## config.mk

```make
export PLATFORM = sky130hd
export DESIGN_NAME = cps15_game_load
export DESIGN_NICKNAME = d
export VERILOG_FILES = /design/src/hw/cps15_load_pkg.sv /design/src/hw/cps15_game_load.sv /design/src/hw/cps15_settle_timer.sv /design/src/hw/cps15_prog_fsm.sv /design/src/hw/cps15_byte_packer.sv /design/src/hw/cps15_region_decode.sv
export SDC_FILE = /design/constraint.sdc
export NUM_CORES = 1
export LEC_CHECK = 0
export BUFFER_PORTS_ARGS = -buffer_cell sky130_fd_sc_hd__buf_2
export CELL_PAD_IN_SITES_DETAIL_PLACEMENT = 1
export CELL_PAD_IN_SITES_GLOBAL_PLACEMENT = 2
export CORE_MARGIN = 10
export CORE_UTILIZATION = 39
export DETAILED_ROUTE_END_ITERATION = 10
export MAX_ROUTING_LAYER = met4
export PLACE_DENSITY_LB_ADDON = 0.1
export SKIP_CTS_REPAIR_TIMING = 1
export SLEW_MARGIN = 20
export SYNTH_ARGS = -nofsm -noshare
export SYNTH_HDL_FRONTEND = slang
export SYNTH_SLANG_ARGS = --single-unit
```

## constraint.sdc

```tcl
create_clock -name clk -period 6.1 [get_ports clk]
set_clock_uncertainty 0.05 [all_clocks]
set_input_delay 0.305 -clock clk [delete_from_list [all_inputs] [get_ports clk]]
set_output_delay 0.305 -clock clk [all_outputs]
set_load 0.03 [all_outputs]
```

## src/hw/cps15_load_pkg.sv

```systemverilog
// Constants and the download address view shared by the ROM load path.
// Each module imports this package inside its body when it needs it.
package cps15_load_pkg;

    // Header layout, in bytes from the start of the download
    localparam int HEADER_LEN  = 64;
    localparam int BANK_BYTES  = 6;
    localparam int KABUKI_BASE = 16;
    localparam int KABUKI_LEN  = 11;
    localparam int CFG_BASE    = 32;
    localparam int CFG_LEN     = 24;

    // One bank start unit is 1 KB of ROM
    localparam int START_UNIT_WORDS = 512;

    // Busy hold-off after the download ends
    localparam int SETTLE_CYCLES = 16;
    localparam int SETTLE_W      = $clog2(SETTLE_CYCLES);

    // SDRAM bank codes
    localparam logic [1:0] BA_MAIN = 2'd0;
    localparam logic [1:0] BA_SND  = 2'd1;
    localparam logic [1:0] BA_PCM  = 2'd2;
    localparam logic [1:0] BA_GFX  = 2'd3;

    // Write sequencer states
    localparam logic [2:0] ST_IDLE   = 3'd0;
    localparam logic [2:0] ST_LOAD   = 3'd1;
    localparam logic [2:0] ST_WRITE  = 3'd2;
    localparam logic [2:0] ST_FLUSH  = 3'd3;
    localparam logic [2:0] ST_SETTLE = 3'd4;

    // Loader byte address, read as header slot or as ROM word
    typedef union packed {
        struct packed {
            logic [18:0] upper;
            logic [ 1:0] field;
            logic [ 3:0] entry;
        } hdr;
        struct packed {
            logic [23:0] word;
            logic        byte_sel;
        } rom;
    } load_addr_u;

endpackage
```

## src/hw/cps15_game_load.sv

```systemverilog
// ROM download path of the CPS 1.5 game top level.
// Turns the loader byte stream into SDRAM programming writes and raises
// the kabuki key and CPS-B configuration strobes. While the header is
// loading, prog_data and prog_addr carry the header byte and its index.
`timescale 1ns/1ps

module cps15_game_load (
    input  logic        clk,
    input  logic        rst_n,
    input  logic        downloading,
    input  logic [24:0] ioctl_addr,
    input  logic [ 7:0] ioctl_data,
    input  logic        ioctl_wr,
    input  logic        prog_rdy,
    output logic        dwnld_busy,
    output logic [21:0] prog_addr,
    output logic [15:0] prog_data,
    output logic [ 1:0] prog_mask,
    output logic [ 1:0] prog_ba,
    output logic        prog_we,
    output logic        kabuki_we,
    output logic        cfg_we
);

    logic        hdr_hit;
    logic        rom_hit;
    logic        rom_byte_sel;
    logic [21:0] word_addr;
    logic [ 1:0] word_ba;
    logic [ 4:0] cfg_index;
    logic [ 7:0] cfg_byte;
    logic        word_valid;
    logic [15:0] word_data;
    logic [ 1:0] word_mask;
    logic        pending;
    logic        flush;
    logic        timer_start;
    logic        timer_done;
    logic [21:0] seq_addr;
    logic [15:0] seq_data;
    logic        show_hdr;

    // Header byte goes out while no SDRAM write is in progress
    assign show_hdr  = hdr_hit & ~prog_we;
    assign prog_addr = show_hdr ? {17'd0, cfg_index} : seq_addr;
    assign prog_data = show_hdr ? {8'h00, cfg_byte} : seq_data;

    cps15_region_decode u_decode (
        .clk          ( clk          ),
        .rst_n        ( rst_n        ),
        .ioctl_addr   ( ioctl_addr   ),
        .ioctl_data   ( ioctl_data   ),
        .ioctl_wr     ( ioctl_wr     ),
        .hdr_hit      ( hdr_hit      ),
        .rom_hit      ( rom_hit      ),
        .rom_byte_sel ( rom_byte_sel ),
        .word_addr    ( word_addr    ),
        .word_ba      ( word_ba      ),
        .kabuki_we    ( kabuki_we    ),
        .cfg_we       ( cfg_we       ),
        .cfg_index    ( cfg_index    ),
        .cfg_byte     ( cfg_byte     )
    );

    cps15_byte_packer u_packer (
        .clk          ( clk          ),
        .rst_n        ( rst_n        ),
        .rom_hit      ( rom_hit      ),
        .rom_byte_sel ( rom_byte_sel ),
        .ioctl_data   ( ioctl_data   ),
        .ioctl_wr     ( ioctl_wr     ),
        .flush        ( flush        ),
        .word_valid   ( word_valid   ),
        .word_data    ( word_data    ),
        .word_mask    ( word_mask    ),
        .pending      ( pending      )
    );

    cps15_prog_fsm u_fsm (
        .clk          ( clk          ),
        .rst_n        ( rst_n        ),
        .downloading  ( downloading  ),
        .word_valid   ( word_valid   ),
        .word_data    ( word_data    ),
        .word_mask    ( word_mask    ),
        .word_addr    ( word_addr    ),
        .word_ba      ( word_ba      ),
        .pending      ( pending      ),
        .prog_rdy     ( prog_rdy     ),
        .timer_done   ( timer_done   ),
        .flush        ( flush        ),
        .timer_start  ( timer_start  ),
        .prog_addr    ( seq_addr     ),
        .prog_data    ( seq_data     ),
        .prog_mask    ( prog_mask    ),
        .prog_ba      ( prog_ba      ),
        .prog_we      ( prog_we      ),
        .dwnld_busy   ( dwnld_busy   )
    );

    cps15_settle_timer u_timer (
        .clk          ( clk          ),
        .rst_n        ( rst_n        ),
        .timer_start  ( timer_start  ),
        .timer_done   ( timer_done   )
    );

endmodule

```

## src/hw/cps15_settle_timer.sv

```systemverilog
// Settle counter started by the write sequencer at the end of a download.
// timer_done pulses once, SETTLE_CYCLES edges after timer_start is seen.
`timescale 1ns/1ps

module cps15_settle_timer (
    input  logic clk,
    input  logic rst_n,
    input  logic timer_start,
    output logic timer_done
);
    import cps15_load_pkg::*;

    logic [SETTLE_W-1:0] cnt;
    logic                running;

    always_ff @(posedge clk or negedge rst_n) begin
        if (!rst_n) begin
            cnt        <= '0;
            running    <= 1'b0;
            timer_done <= 1'b0;
        end else begin
            timer_done <= running && cnt == SETTLE_W'(1);
            if (timer_start) begin
                cnt     <= SETTLE_W'(SETTLE_CYCLES - 1);
                running <= 1'b1;
            end else if (running) begin
                cnt <= cnt - 1'b1;
                // Stops on reaching zero
                if (cnt == SETTLE_W'(1)) begin
                    running <= 1'b0;
                end
            end
        end
    end

endmodule

```

## src/hw/cps15_prog_fsm.sv

```systemverilog
// Write sequencer for SDRAM programming.
// Each packed word is latched onto the prog outputs and prog_we is held
// until prog_rdy. When the download ends, a held even byte is flushed,
// then the settle timer runs before dwnld_busy is released.
`timescale 1ns/1ps

module cps15_prog_fsm (
    input  logic        clk,
    input  logic        rst_n,
    input  logic        downloading,
    input  logic        word_valid,
    input  logic [15:0] word_data,
    input  logic [ 1:0] word_mask,
    input  logic [21:0] word_addr,
    input  logic [ 1:0] word_ba,
    input  logic        pending,
    input  logic        prog_rdy,
    input  logic        timer_done,
    output logic        flush,
    output logic        timer_start,
    output logic [21:0] prog_addr,
    output logic [15:0] prog_data,
    output logic [ 1:0] prog_mask,
    output logic [ 1:0] prog_ba,
    output logic        prog_we,
    output logic        dwnld_busy
);
    import cps15_load_pkg::*;

    logic [2:0] state;
    logic       take_word;

    assign flush     = state == ST_FLUSH;
    assign take_word = word_valid && (state == ST_LOAD || state == ST_FLUSH);

    // Download over and nothing left to write
    assign timer_start = state == ST_LOAD && !downloading && !word_valid && !pending;

    always_ff @(posedge clk or negedge rst_n) begin
        if (!rst_n) begin
            state      <= ST_IDLE;
            prog_we    <= 1'b0;
            dwnld_busy <= 1'b0;
        end else begin
            case (state)
                ST_IDLE: begin
                    if (downloading) begin
                        state      <= ST_LOAD;
                        dwnld_busy <= 1'b1;
                    end
                end
                ST_LOAD: begin
                    if (word_valid) begin
                        prog_we <= 1'b1;
                        state   <= ST_WRITE;
                    end else if (!downloading) begin
                        state <= pending ? ST_FLUSH : ST_SETTLE;
                    end
                end
                ST_FLUSH: begin
                    if (word_valid) begin
                        prog_we <= 1'b1;
                        state   <= ST_WRITE;
                    end else begin
                        state <= ST_LOAD;
                    end
                end
                ST_WRITE: begin
                    // Held for as long as the SDRAM takes
                    if (prog_rdy) begin
                        prog_we <= 1'b0;
                        state   <= ST_LOAD;
                    end
                end
                ST_SETTLE: begin
                    if (downloading) begin
                        state <= ST_LOAD;
                    end else if (timer_done) begin
                        dwnld_busy <= 1'b0;
                        state      <= ST_IDLE;
                    end
                end
                default: begin
                    state <= ST_IDLE;
                end
            endcase
        end
    end

    always_ff @(posedge clk) begin
        if (take_word) begin
            prog_addr <= word_addr;
            prog_data <= word_data;
            prog_mask <= word_mask;
            prog_ba   <= word_ba;
        end
    end

endmodule

```

## src/hw/cps15_byte_packer.sv

```systemverilog
// Pairs download bytes into 16-bit SDRAM words.
// The even byte waits in a holding register; the odd byte completes the
// word. A flush sends a lone even byte with the high half masked.
`timescale 1ns/1ps

module cps15_byte_packer (
    input  logic        clk,
    input  logic        rst_n,
    input  logic        rom_hit,
    input  logic        rom_byte_sel,
    input  logic [ 7:0] ioctl_data,
    input  logic        ioctl_wr,
    input  logic        flush,
    output logic        word_valid,
    output logic [15:0] word_data,
    output logic [ 1:0] word_mask,
    output logic        pending
);

    logic [7:0] hold;
    logic       even_wr;
    logic       odd_wr;

    assign even_wr    = ioctl_wr & rom_hit & ~rom_byte_sel;
    assign odd_wr     = ioctl_wr & rom_hit & rom_byte_sel;
    assign word_valid = odd_wr | (flush & pending);

    always_comb begin
        if (odd_wr) begin
            word_data = {ioctl_data, hold};
            // Low half masked if no even byte came first
            word_mask = {1'b0, ~pending};
        end else begin
            word_data = {8'h00, hold};
            word_mask = 2'b10;
        end
    end

    always_ff @(posedge clk or negedge rst_n) begin
        if (!rst_n) begin
            pending <= 1'b0;
        end else if (even_wr) begin
            pending <= 1'b1;
        end else if (odd_wr || flush) begin
            pending <= 1'b0;
        end
    end

    always_ff @(posedge clk) begin
        if (even_wr) begin
            hold <= ioctl_data;
        end
    end

endmodule

```

## src/hw/cps15_region_decode.sv

```systemverilog
// Address decoder for the download stream.
// Header bytes fill the bank start registers or pulse the kabuki and CPS-B
// strobes with their index. ROM bytes are mapped to an SDRAM bank and a
// word address relative to the start of that bank.
`timescale 1ns/1ps

module cps15_region_decode (
    input  logic        clk,
    input  logic        rst_n,
    input  logic [24:0] ioctl_addr,
    input  logic [ 7:0] ioctl_data,
    input  logic        ioctl_wr,
    output logic        hdr_hit,
    output logic        rom_hit,
    output logic        rom_byte_sel,
    output logic [21:0] word_addr,
    output logic [ 1:0] word_ba,
    output logic        kabuki_we,
    output logic        cfg_we,
    output logic [ 4:0] cfg_index,
    output logic [ 7:0] cfg_byte
);
    import cps15_load_pkg::*;

    load_addr_u  addr;
    logic        in_header;
    logic [ 5:0] hdr_off;
    logic [ 5:0] key_idx;
    logic [ 5:0] cfg_idx;
    logic        key_sel;
    logic        cfg_sel;
    logic        bank_sel;
    logic        rom_wr;
    logic [15:0] bank_start [3];
    logic [24:0] snd_words;
    logic [24:0] pcm_words;
    logic [24:0] gfx_words;
    logic [24:0] word_off;
    logic [24:0] rel_addr;
    logic [ 1:0] cur_ba;
    logic [21:0] addr_q;
    logic [ 1:0] ba_q;

    assign addr      = ioctl_addr;
    assign in_header = addr.hdr.upper == '0;

    // Header slots
    assign hdr_off  = {addr.hdr.field, addr.hdr.entry};
    assign key_idx  = hdr_off - 6'(KABUKI_BASE);
    assign cfg_idx  = hdr_off - 6'(CFG_BASE);
    assign key_sel  = in_header && hdr_off >= KABUKI_BASE && key_idx < KABUKI_LEN;
    assign cfg_sel  = in_header && hdr_off >= CFG_BASE && cfg_idx < CFG_LEN;
    assign bank_sel = in_header && addr.hdr.field == 2'd0 && addr.hdr.entry < BANK_BYTES;

    // ROM side
    assign rom_hit      = ~in_header;
    assign rom_byte_sel = addr.rom.byte_sel;
    assign rom_wr       = ioctl_wr & rom_hit;
    assign word_off     = {1'b0, addr.rom.word} - 25'(HEADER_LEN / 2);

    assign snd_words = 25'(bank_start[0]) * 25'(START_UNIT_WORDS);
    assign pcm_words = 25'(bank_start[1]) * 25'(START_UNIT_WORDS);
    assign gfx_words = 25'(bank_start[2]) * 25'(START_UNIT_WORDS);

    // Highest start not above the offset wins
    always_comb begin
        if (word_off >= gfx_words) begin
            cur_ba   = BA_GFX;
            rel_addr = word_off - gfx_words;
        end else if (word_off >= pcm_words) begin
            cur_ba   = BA_PCM;
            rel_addr = word_off - pcm_words;
        end else if (word_off >= snd_words) begin
            cur_ba   = BA_SND;
            rel_addr = word_off - snd_words;
        end else begin
            cur_ba   = BA_MAIN;
            rel_addr = word_off;
        end
    end

    // Last ROM word address stays visible for the tail flush
    assign word_addr = rom_wr ? rel_addr[21:0] : addr_q;
    assign word_ba   = rom_wr ? cur_ba : ba_q;

    always_ff @(posedge clk or negedge rst_n) begin
        if (!rst_n) begin
            hdr_hit       <= 1'b0;
            kabuki_we     <= 1'b0;
            cfg_we        <= 1'b0;
            bank_start[0] <= '0;
            bank_start[1] <= '0;
            bank_start[2] <= '0;
        end else begin
            kabuki_we <= ioctl_wr & key_sel;
            cfg_we    <= ioctl_wr & cfg_sel;
            if (ioctl_wr) begin
                hdr_hit <= in_header;
            end
            // Little endian, odd entry is the high byte
            if (ioctl_wr && bank_sel) begin
                if (addr.hdr.entry[0]) begin
                    bank_start[addr.hdr.entry[2:1]][15:8] <= ioctl_data;
                end else begin
                    bank_start[addr.hdr.entry[2:1]][7:0] <= ioctl_data;
                end
            end
        end
    end

    always_ff @(posedge clk) begin
        if (ioctl_wr && in_header) begin
            cfg_byte  <= ioctl_data;
            cfg_index <= key_sel ? key_idx[4:0] : cfg_idx[4:0];
        end
        if (rom_wr) begin
            addr_q <= rel_addr[21:0];
            ba_q   <= cur_ba;
        end
    end

endmodule

```

== Yosys cells after proc, flatten, opt, wreduce, memory -nomap -nowiden ==
Index checks and enable logic that the tools add are counted.
Storage, ports and cells
  register bits after elaboration: 150
  input bits: 38
  output and inout bits: 46
  logic and storage cells: 138
Cells by class
  add/sub/neg operators: 7
  order comparisons: 10
  equal/unequal tests: 12
  muxes and demuxes: 42
  bitwise operators: 13
  reductions and logical operators: 30
Operators with widths (number)
  $mux W22: 5
  $bwmux W48: 2
  $ge A25 B25 Y1: 3
  $sub A22 B22 Y22: 3
  $demux W16 S2: 2
  $mux W48: 1
  $mux W16: 2
  $sub A24 B6 Y25 const B: 1
  $mux W3: 7
  $logic_not A19 Y1: 1
  $pmux W3 S5: 1
  $logic_and A1 B1 Y1: 14
  $mux W1: 11
  $mux W2: 5
  $mux W4: 2
  $mux W8: 1
  $reduce_and A4 Y1: 2
  $reduce_bool A2 Y1: 4
  $and A1 B1 Y1: 7
  $eq A3 B2 Y1 const B: 2
  $ge A6 B5 Y1 const B: 1
  $ge A6 B6 Y1 const B: 1
  $lt A6 B4 Y1 const B: 1
  $lt A6 B5 Y1 const B: 1
  23 further kinds: 34

== Longest topological paths before layout ==
  depth after elaboration: 9
  gate-level depth with buffers: 16
  mapped depth without buffers: 14

== Modules after synthesis ==
Synthesis repeated with hierarchy kept, for this count alone.
Second synthesis, totals
  cells, all modules: 845
  area total of the unflattened synthesis: 8763.4 um^2
Modules (own cells, without submodules)
  cps15_region_decode: times used 1, cells an instance 668, area each 6042.0 um^2, seq. area each 2147.1 um^2
  cps15_prog_fsm: times used 1, cells an instance 82, area each 1625.3 um^2, seq. area each 1386.3 um^2
  cps15_game_load: times used 1, cells an instance 43, area each 410.4 um^2, seq. area each 0.0 um^2
  cps15_byte_packer: times used 1, cells an instance 27, area each 394.1 um^2, seq. area each 265.3 um^2
  cps15_settle_timer: times used 1, cells an instance 25, area each 291.5 um^2, seq. area each 150.1 um^2

== Worst setup path after synthesis ==
OpenSTA, ideal clock, no wires.
  kind: input -> register
  from: input ioctl_addr[6]
  to: register u_fsm.prog_addr[0] (enable)
  setup time: 0.506 ns
  data arrival time: 4.317 ns
  required time: 5.544 ns
  slack: 1.227 ns
  stages: 8
  cells stage by stage: inv_1 -> ha_1 -> nor3b_1 -> and4_1 -> a21oi_1 -> and2_1 -> inv_1 -> a21boi_0
On the way
  longest elaborated chain between the ends: 6
Ends and longest elaborated chain
  start, declared: line cps15_game_load.sv:11  | input logic [24:0] ioctl_addr,
  $logic_not A19 Y1: line cps15_region_decode.sv:45  | assign in_header = addr.hdr.upper == '0;
  $not A1 Y1: line cps15_region_decode.sv:56  | assign rom_hit = ~in_header;
  $and A1 B1 Y1 (2 in series): line cps15_byte_packer.sv:25  | assign odd_wr = ioctl_wr & rom_hit & rom_byte_sel;
  $or A1 B1 Y1: line cps15_byte_packer.sv:26  | assign word_valid = odd_wr | (flush & pending);
  $logic_and A1 B1 Y1: line cps15_prog_fsm.sv:34  | assign take_word = word_valid && (state == ST_LOAD || state == ST_FLUSH);
  via u_fsm.take_word: line cps15_prog_fsm.sv:31  | logic take_word;
  end signal, assigned: line cps15_prog_fsm.sv:92  | prog_addr <= word_addr;
  end, declared: line cps15_prog_fsm.sv:21  | output logic [21:0] prog_addr,
The timed path passes the listed nets, and every way through them passes these cells.
A chain may end at the register's enable or synchronous reset.

== Worst setup path after layout ==
  from: input ioctl_addr[6]
  to: register u_fsm.prog_addr[20], data pin
On the way
  longest elaborated chain between the ends: 6
  elaborated cells between the ends (all ways): 14
  classes of those cells: 4 x add/sub; 3 x order compare; 4 x mux; 2 x bitwise; 1 x reduce/logical
Ends and longest elaborated chain
  $sub A24 B6 Y25: line cps15_region_decode.sv:59  | assign word_off = {1'b0, addr.rom.word} - 25'(HEADER_LEN / 2);
  $sub A22 B22 Y22 or $ge A25 B25 Y1 (tied branches): line cps15_region_decode.sv:75, cps15_region_decode.sv:73
  $mux W22: line cps15_region_decode.sv:73  | end else if (word_off >= snd_words) begin
  $mux W22: line cps15_region_decode.sv:70  | end else if (word_off >= pcm_words) begin
  $mux W22: line cps15_region_decode.sv:67  | if (word_off >= gfx_words) begin
  $mux W22 *: line cps15_region_decode.sv:83  | assign word_addr = rom_wr ? rel_addr[21:0] : addr_q;
  via u_decode.word_addr[20]: line cps15_region_decode.sv:16  | output logic [21:0] word_addr,
The timed path passes the listed nets; every way through them passes the cells marked *.

==> impl_metrics.xml <==
<?xml version="1.0" encoding="UTF-8"?>
<metrics>
  <group name="outcome">
    <metric name="result_of_the_run" unit="">finished, violations left</metric>
    <metric name="failed_checks" unit="">negative hold slack</metric>
  </group>
  <group name="route">
    <metric name="top_layer_used" unit="">met4</metric>
    <metric name="viasPerCell" unit="">5.51</metric>
    <metric name="met2RoutedLength" unit="µm">12900</metric>
    <metric name="drt-pass1-iter-count" unit="">5</metric>
    <metric name="post_drt_wl_per_cell" unit="µm">22.8</metric>
    <metric name="vias" unit="">6650</metric>
    <metric name="detail_route.wirelength.met1" unit="µm">13300</metric>
    <metric name="postRouteAntennaNets" unit="">0</metric>
    <metric name="detail_route.drc_violations" unit="">0</metric>
    <metric name="wl" unit="µm">27600</metric>
    <metric name="first_iter_violations" unit="">361</metric>
    <metric name="routed-wl-met3" unit="µm">1100</metric>
  </group>
  <group name="global_routing">
    <metric name="grt_first_pass_wirelength" unit="µm">42200</metric>
    <metric name="number_of_antenna_violations_at_the_first_check_in_global_routing" unit="">1</metric>
    <metric name="vias_in_the_first_global_route" unit="">7057</metric>
    <metric name="maximum_number_of_pins_on_one_net_before_global_route_repair" unit="">64</metric>
    <metric name="grt_remaining_overflow" unit="">0</metric>
    <metric name="globalRouteTotalUtil" unit="%">19.9</metric>
  </group>
  <group name="pwr">
    <metric name="power_switching_share" unit="%">33.3</metric>
    <metric name="share_comb_of_total_power" unit="%">20.0</metric>
    <metric name="net_switching_power" unit="W">0.000960</metric>
    <metric name="peak_supply_drop" unit="mV">0.188</metric>
    <metric name="total_power_density_per_cell_area" unit="nW/µm²">291</metric>
    <metric name="internal_portion_of_total_power" unit="W">0.00193</metric>
    <metric name="total_leakage_power" unit="nW">4.35</metric>
    <metric name="power.share.clock" unit="%">37.5</metric>
    <metric name="seq_power_share" unit="%">42.5</metric>
  </group>
  <group name="critical_path">
    <metric name="largest_driver_fanout_on_the_critical_path" unit="">18</metric>
    <metric name="r2r-start" unit="">u_decode.bank_start[32]$_DFFE_PN0P_</metric>
    <metric name="worst-endpoint-arrival" unit="ps">4830</metric>
    <metric name="worst_ep_required_time" unit="ps">6210</metric>
    <metric name="worstSetupPathType" unit="">input pin to register</metric>
    <metric name="setup.reg_to_reg.worst_slack" unit="ps">2160</metric>
    <metric name="critical-path-max-stage-delay" unit="ps">760</metric>
    <metric name="timing.critical_path.cells" unit="">buf_2 -&gt; inv_1 -&gt; ha_1 -&gt; nor3b_1 -&gt; buf_4 -&gt; xnor2_1 -&gt; ha_1 -&gt; inv_1 -&gt; fa_1 -&gt; a211o_1 -&gt; a221oi_1 -&gt; o211ai_1 -&gt; a221o_1 -&gt; nor2b_1 -&gt; a2111oi_0 -&gt; a2111oi_0</metric>
    <metric name="start_point_of_the_critical_path" unit="">ioctl_addr[6]</metric>
    <metric name="timing.critical_path.to" unit="">u_fsm.prog_addr[20]$_DFFE_PP_</metric>
    <metric name="worst_setup_path_end_kind" unit="">register</metric>
    <metric name="worst_r2r_path_depth" unit="">10</metric>
    <metric name="critPathLaunchType" unit="">input pin</metric>
    <metric name="r2r-end" unit="">u_fsm.prog_addr[20]$_DFFE_PP_</metric>
    <metric name="worst_path_max_delay_cell" unit="">sky130_fd_sc_hd__a221o_1</metric>
  </group>
  <group name="cells_and_area">
    <metric name="fin_nets" unit="">1010</metric>
    <metric name="synthToLayoutAreaGrowth" unit="%">16.6</metric>
    <metric name="post_route_cells_drive_above_1_share" unit="%">20.5</metric>
    <metric name="finish.utilization" unit="%">46.7</metric>
  </group>
  <group name="placement">
    <metric name="gp_routability_congestion" unit="">0.956</metric>
    <metric name="buffer_ports.inserted" unit="">83</metric>
    <metric name="post-dp-hpwl" unit="µm">21600</metric>
  </group>
  <group name="sta">
    <metric name="setup_viol" unit="">0</metric>
    <metric name="worst_hold_slack" unit="ps">-1.10</metric>
    <metric name="maxClockFrequency" unit="MHz">212</metric>
    <metric name="timing_worst_slew_pin_value" unit="ps">1050</metric>
    <metric name="rsz_0062_raised_after_global_routing" unit="">no</metric>
    <metric name="final.period_utilization" unit="%">77.3</metric>
    <metric name="final_max_slew_viol_count" unit="">0</metric>
    <metric name="hold_violations" unit="">2</metric>
    <metric name="period_minus_slack" unit="ps">4720</metric>
    <metric name="worst_max_slew_margin_expressed_relative_to_the_limit" unit="%">30.1</metric>
    <metric name="totalNegativeSetupSlack" unit="ps">0</metric>
  </group>
  <group name="logic_synthesis">
    <metric name="postSynth.topFlopCell" unit="">sky130_fd_sc_hd__edfxtp_1</metric>
    <metric name="syn-instance-count" unit="">823</metric>
    <metric name="async_reset_ff_share" unit="%">42.0</metric>
    <metric name="synth-seq-area-share" unit="%">46.4</metric>
    <metric name="yosys_warnings" unit="">0</metric>
    <metric name="synth_top_cells_by_area" unit="">sky130_fd_sc_hd__edfxtp_1 (22%), sky130_fd_sc_hd__dfrtp_1 (19%), sky130_fd_sc_hd__ha_1 (7.6%)</metric>
    <metric name="synth.largest_area_cell" unit="">sky130_fd_sc_hd__edfxtp_1</metric>
    <metric name="ys_ff_latch" unit="">150</metric>
    <metric name="post_synth_edffs" unit="">63</metric>
    <metric name="syn-mean-instance-area" unit="µm²">10.3</metric>
    <metric name="yosys.area.top_type_share" unit="%">22.2</metric>
    <metric name="yosysUniqueCellTypes" unit="">74</metric>
    <metric name="synth_nets" unit="">916</metric>
    <metric name="synth.cell_area" unit="µm²">8510</metric>
  </group>
  <group name="cts">
    <metric name="cts_tree" unit="">built</metric>
    <metric name="number_of_sinks_driven_by_the_clock_tree" unit="">150</metric>
    <metric name="cts.htree.levels" unit="">4</metric>
    <metric name="root_buffer" unit="">sky130_fd_sc_hd__clkbuf_16</metric>
    <metric name="cts_inserted_buffers" unit="">17</metric>
    <metric name="clkTransAtPathRegs" unit="ps">70</metric>
    <metric name="worstSkewPairLatency" unit="ps">430</metric>
    <metric name="cts_buffer_depth" unit="">2</metric>
  </group>
  <group name="floorplanning">
    <metric name="fp.dieW" unit="µm">168</metric>
    <metric name="design.die.area" unit="µm²">28100</metric>
    <metric name="fp.coreArea" unit="µm²">21200</metric>
    <metric name="io-pin-count" unit="">84</metric>
    <metric name="floorplan.initialDensity" unit="%">40.1</metric>
    <metric name="placement_rows" unit="">53</metric>
    <metric name="die-height" unit="µm">168</metric>
  </group>
  <group name="flow_run">
    <metric name="drv_cap" unit="">0</metric>
  </group>
  <group name="min_path">
    <metric name="holdCritPathClass" unit="">input pin to async pin</metric>
  </group>
</metrics>
cells by family after synthesis:
group	after synthesis	synth area share, %
AND/OR/NAND/NOR	275	17.3
flip-flops	150	46.4
adder cells (fa/ha/maj)	55	8.35
buffers and inverters	84	3.99
AO/OA/AOI/OAI	161	12.6
multiplexers	50	6.47
XOR/XNOR	48	4.94
worst max-delay path: cells and delay by family:
| family | cells | cell delay (ps) |
|---|---|---|
| AO/OA/AOI/OAI | 6 | 2310 |
| adder cells (fa/ha/maj) | 3 | 900 |
| buffers and inverters | 4 | 430 |
| XOR/XNOR | 1 | 430 |
| AND/OR/NAND/NOR | 2 | 410 |
state kept, by name, summed over array words and instances, names as in the netlist, 2 cells and up:
register / cells
u_fsm.prog_data: 16
u_decode.cfg_byte: 8
u_fsm.prog_ba: 2
u_decode.cfg_index: 5
u_timer.cnt: 4
u_fsm.prog_mask: 2
u_fsm.prog_addr: 22
u_decode.bank_start: 48
u_decode.ba_q: 2
u_decode.addr_q: 22
u_packer.hold: 8
u_fsm.state: 3
power by group through the flow:
stage,clock network (W),logic [W],registers [W]
3_5_place_dp,0,0.000581,0.00125
4_1_cts,0.00110,0.000584,0.00123
5_1_grt,0.00114,0.000638,0.00124
2_1_floorplan,0,0.000366,0.00125
3_3_place_gp,0,0.000564,0.00124
6_report,0.00108,0.000578,0.00123
worst min-delay path by stage:
stage                                                     end  slack, ps  depth (start not counted)
after floorplan            u_decode.bank_start[0]$_DFFE_PN0P_        -40                          0
after global placement           u_fsm.prog_data[2]$_DFFE_PP_        350                          0
after detailed placement         u_fsm.prog_data[2]$_DFFE_PP_        360                          0
after CTS                 u_decode.bank_start[18]$_DFFE_PN0P_         30                          2
after global routing      u_decode.bank_start[19]$_DFFE_PN0P_         70                          2
final                     u_decode.bank_start[19]$_DFFE_PN0P_         -1                          2
area by class of cell:
class | count | area (µm²)
tap | 275 | 344
inverter | 61 | 229
timing repair buffer | 98 | 528
sequential | 150 | 3950
antenna | 2 | 5.00
multi-input combinational | 589 | 4240
fill | 2384 | 11300
clock buffer | 17 | 425
clock inverter | 15 | 201
through the flow:
step / setup slack, ps / total power, W / hold slack (ps) / cells / area (µm²)
2_1_floorplan: 1230 / 0.00161 / -40.6 / 823 / 8510
3_3_place_gp: 951 / 0.00180 / 351 / 1173 / 9290
3_5_place_dp: 979 / 0.00183 / 356 / 1173 / 9290
4_1_cts: 1390 / 0.00291 / 33.2 / 1205 / 9910
5_1_grt: 1110 / 0.00302 / 72.9 / 1206 / 9910
6_report: 1380 / 0.00289 / -1.10 / 1207 / 9920
cell usage after synthesis, types with 9 or more instances:
cell	instances
sky130_fd_sc_hd__a21o_1	16
sky130_fd_sc_hd__a21oi_1	28
sky130_fd_sc_hd__a31oi_1	9
sky130_fd_sc_hd__and2_1	30
sky130_fd_sc_hd__and3_1	16
sky130_fd_sc_hd__clkbuf_1	13
sky130_fd_sc_hd__dfrtp_1	63
sky130_fd_sc_hd__dfxtp_1	24
sky130_fd_sc_hd__edfxtp_1	63
sky130_fd_sc_hd__ha_1	52
sky130_fd_sc_hd__inv_1	61
sky130_fd_sc_hd__mux2_2	40
sky130_fd_sc_hd__mux2i_1	10
sky130_fd_sc_hd__nand2_1	91
sky130_fd_sc_hd__nand3_1	13
sky130_fd_sc_hd__nor2_1	40
sky130_fd_sc_hd__nor3_1	25
sky130_fd_sc_hd__nor4_1	10
sky130_fd_sc_hd__o21ai_0	45
sky130_fd_sc_hd__xnor2_1	30
sky130_fd_sc_hd__xor2_1	18
layer usage:
metal / GRT usage, % / vias to the layer above
li1: - / 3162
met1: 26.4 / 3334
met2: 31.3 / 135
met3: 3.32 / 19
met4: 4.66 / 0
met5: - / -
placed cells by master (no fill, tap or decap), types with 4 or more instances in the layout:
cell,instances
sky130_fd_sc_hd__a211oi_1,8
sky130_fd_sc_hd__a21o_1,16
sky130_fd_sc_hd__a21oi_1,27
sky130_fd_sc_hd__a31o_2,4
sky130_fd_sc_hd__a31oi_1,9
sky130_fd_sc_hd__and2_1,30
sky130_fd_sc_hd__and3_1,16
sky130_fd_sc_hd__and4_1,6
sky130_fd_sc_hd__buf_2,83
sky130_fd_sc_hd__buf_4,15
sky130_fd_sc_hd__clkbuf_16,17
sky130_fd_sc_hd__clkinv_8,7
sky130_fd_sc_hd__dfrtp_1,63
sky130_fd_sc_hd__dfxtp_1,24
sky130_fd_sc_hd__edfxtp_1,63
sky130_fd_sc_hd__ha_1,52
sky130_fd_sc_hd__inv_1,61
sky130_fd_sc_hd__inv_8,4
sky130_fd_sc_hd__mux2_2,40
sky130_fd_sc_hd__mux2i_1,10
sky130_fd_sc_hd__nand2_1,91
sky130_fd_sc_hd__nand2b_1,8
sky130_fd_sc_hd__nand3_1,13
sky130_fd_sc_hd__nand4_1,7
sky130_fd_sc_hd__nor2_1,40
sky130_fd_sc_hd__nor3_1,25
sky130_fd_sc_hd__nor4_1,10
sky130_fd_sc_hd__o211ai_1,4
sky130_fd_sc_hd__o21a_1,4
sky130_fd_sc_hd__o21ai_0,45
sky130_fd_sc_hd__o22ai_1,4
sky130_fd_sc_hd__xnor2_1,30
sky130_fd_sc_hd__xor2_1,18
Note: power is estimated with default switching activity, not from simulation.
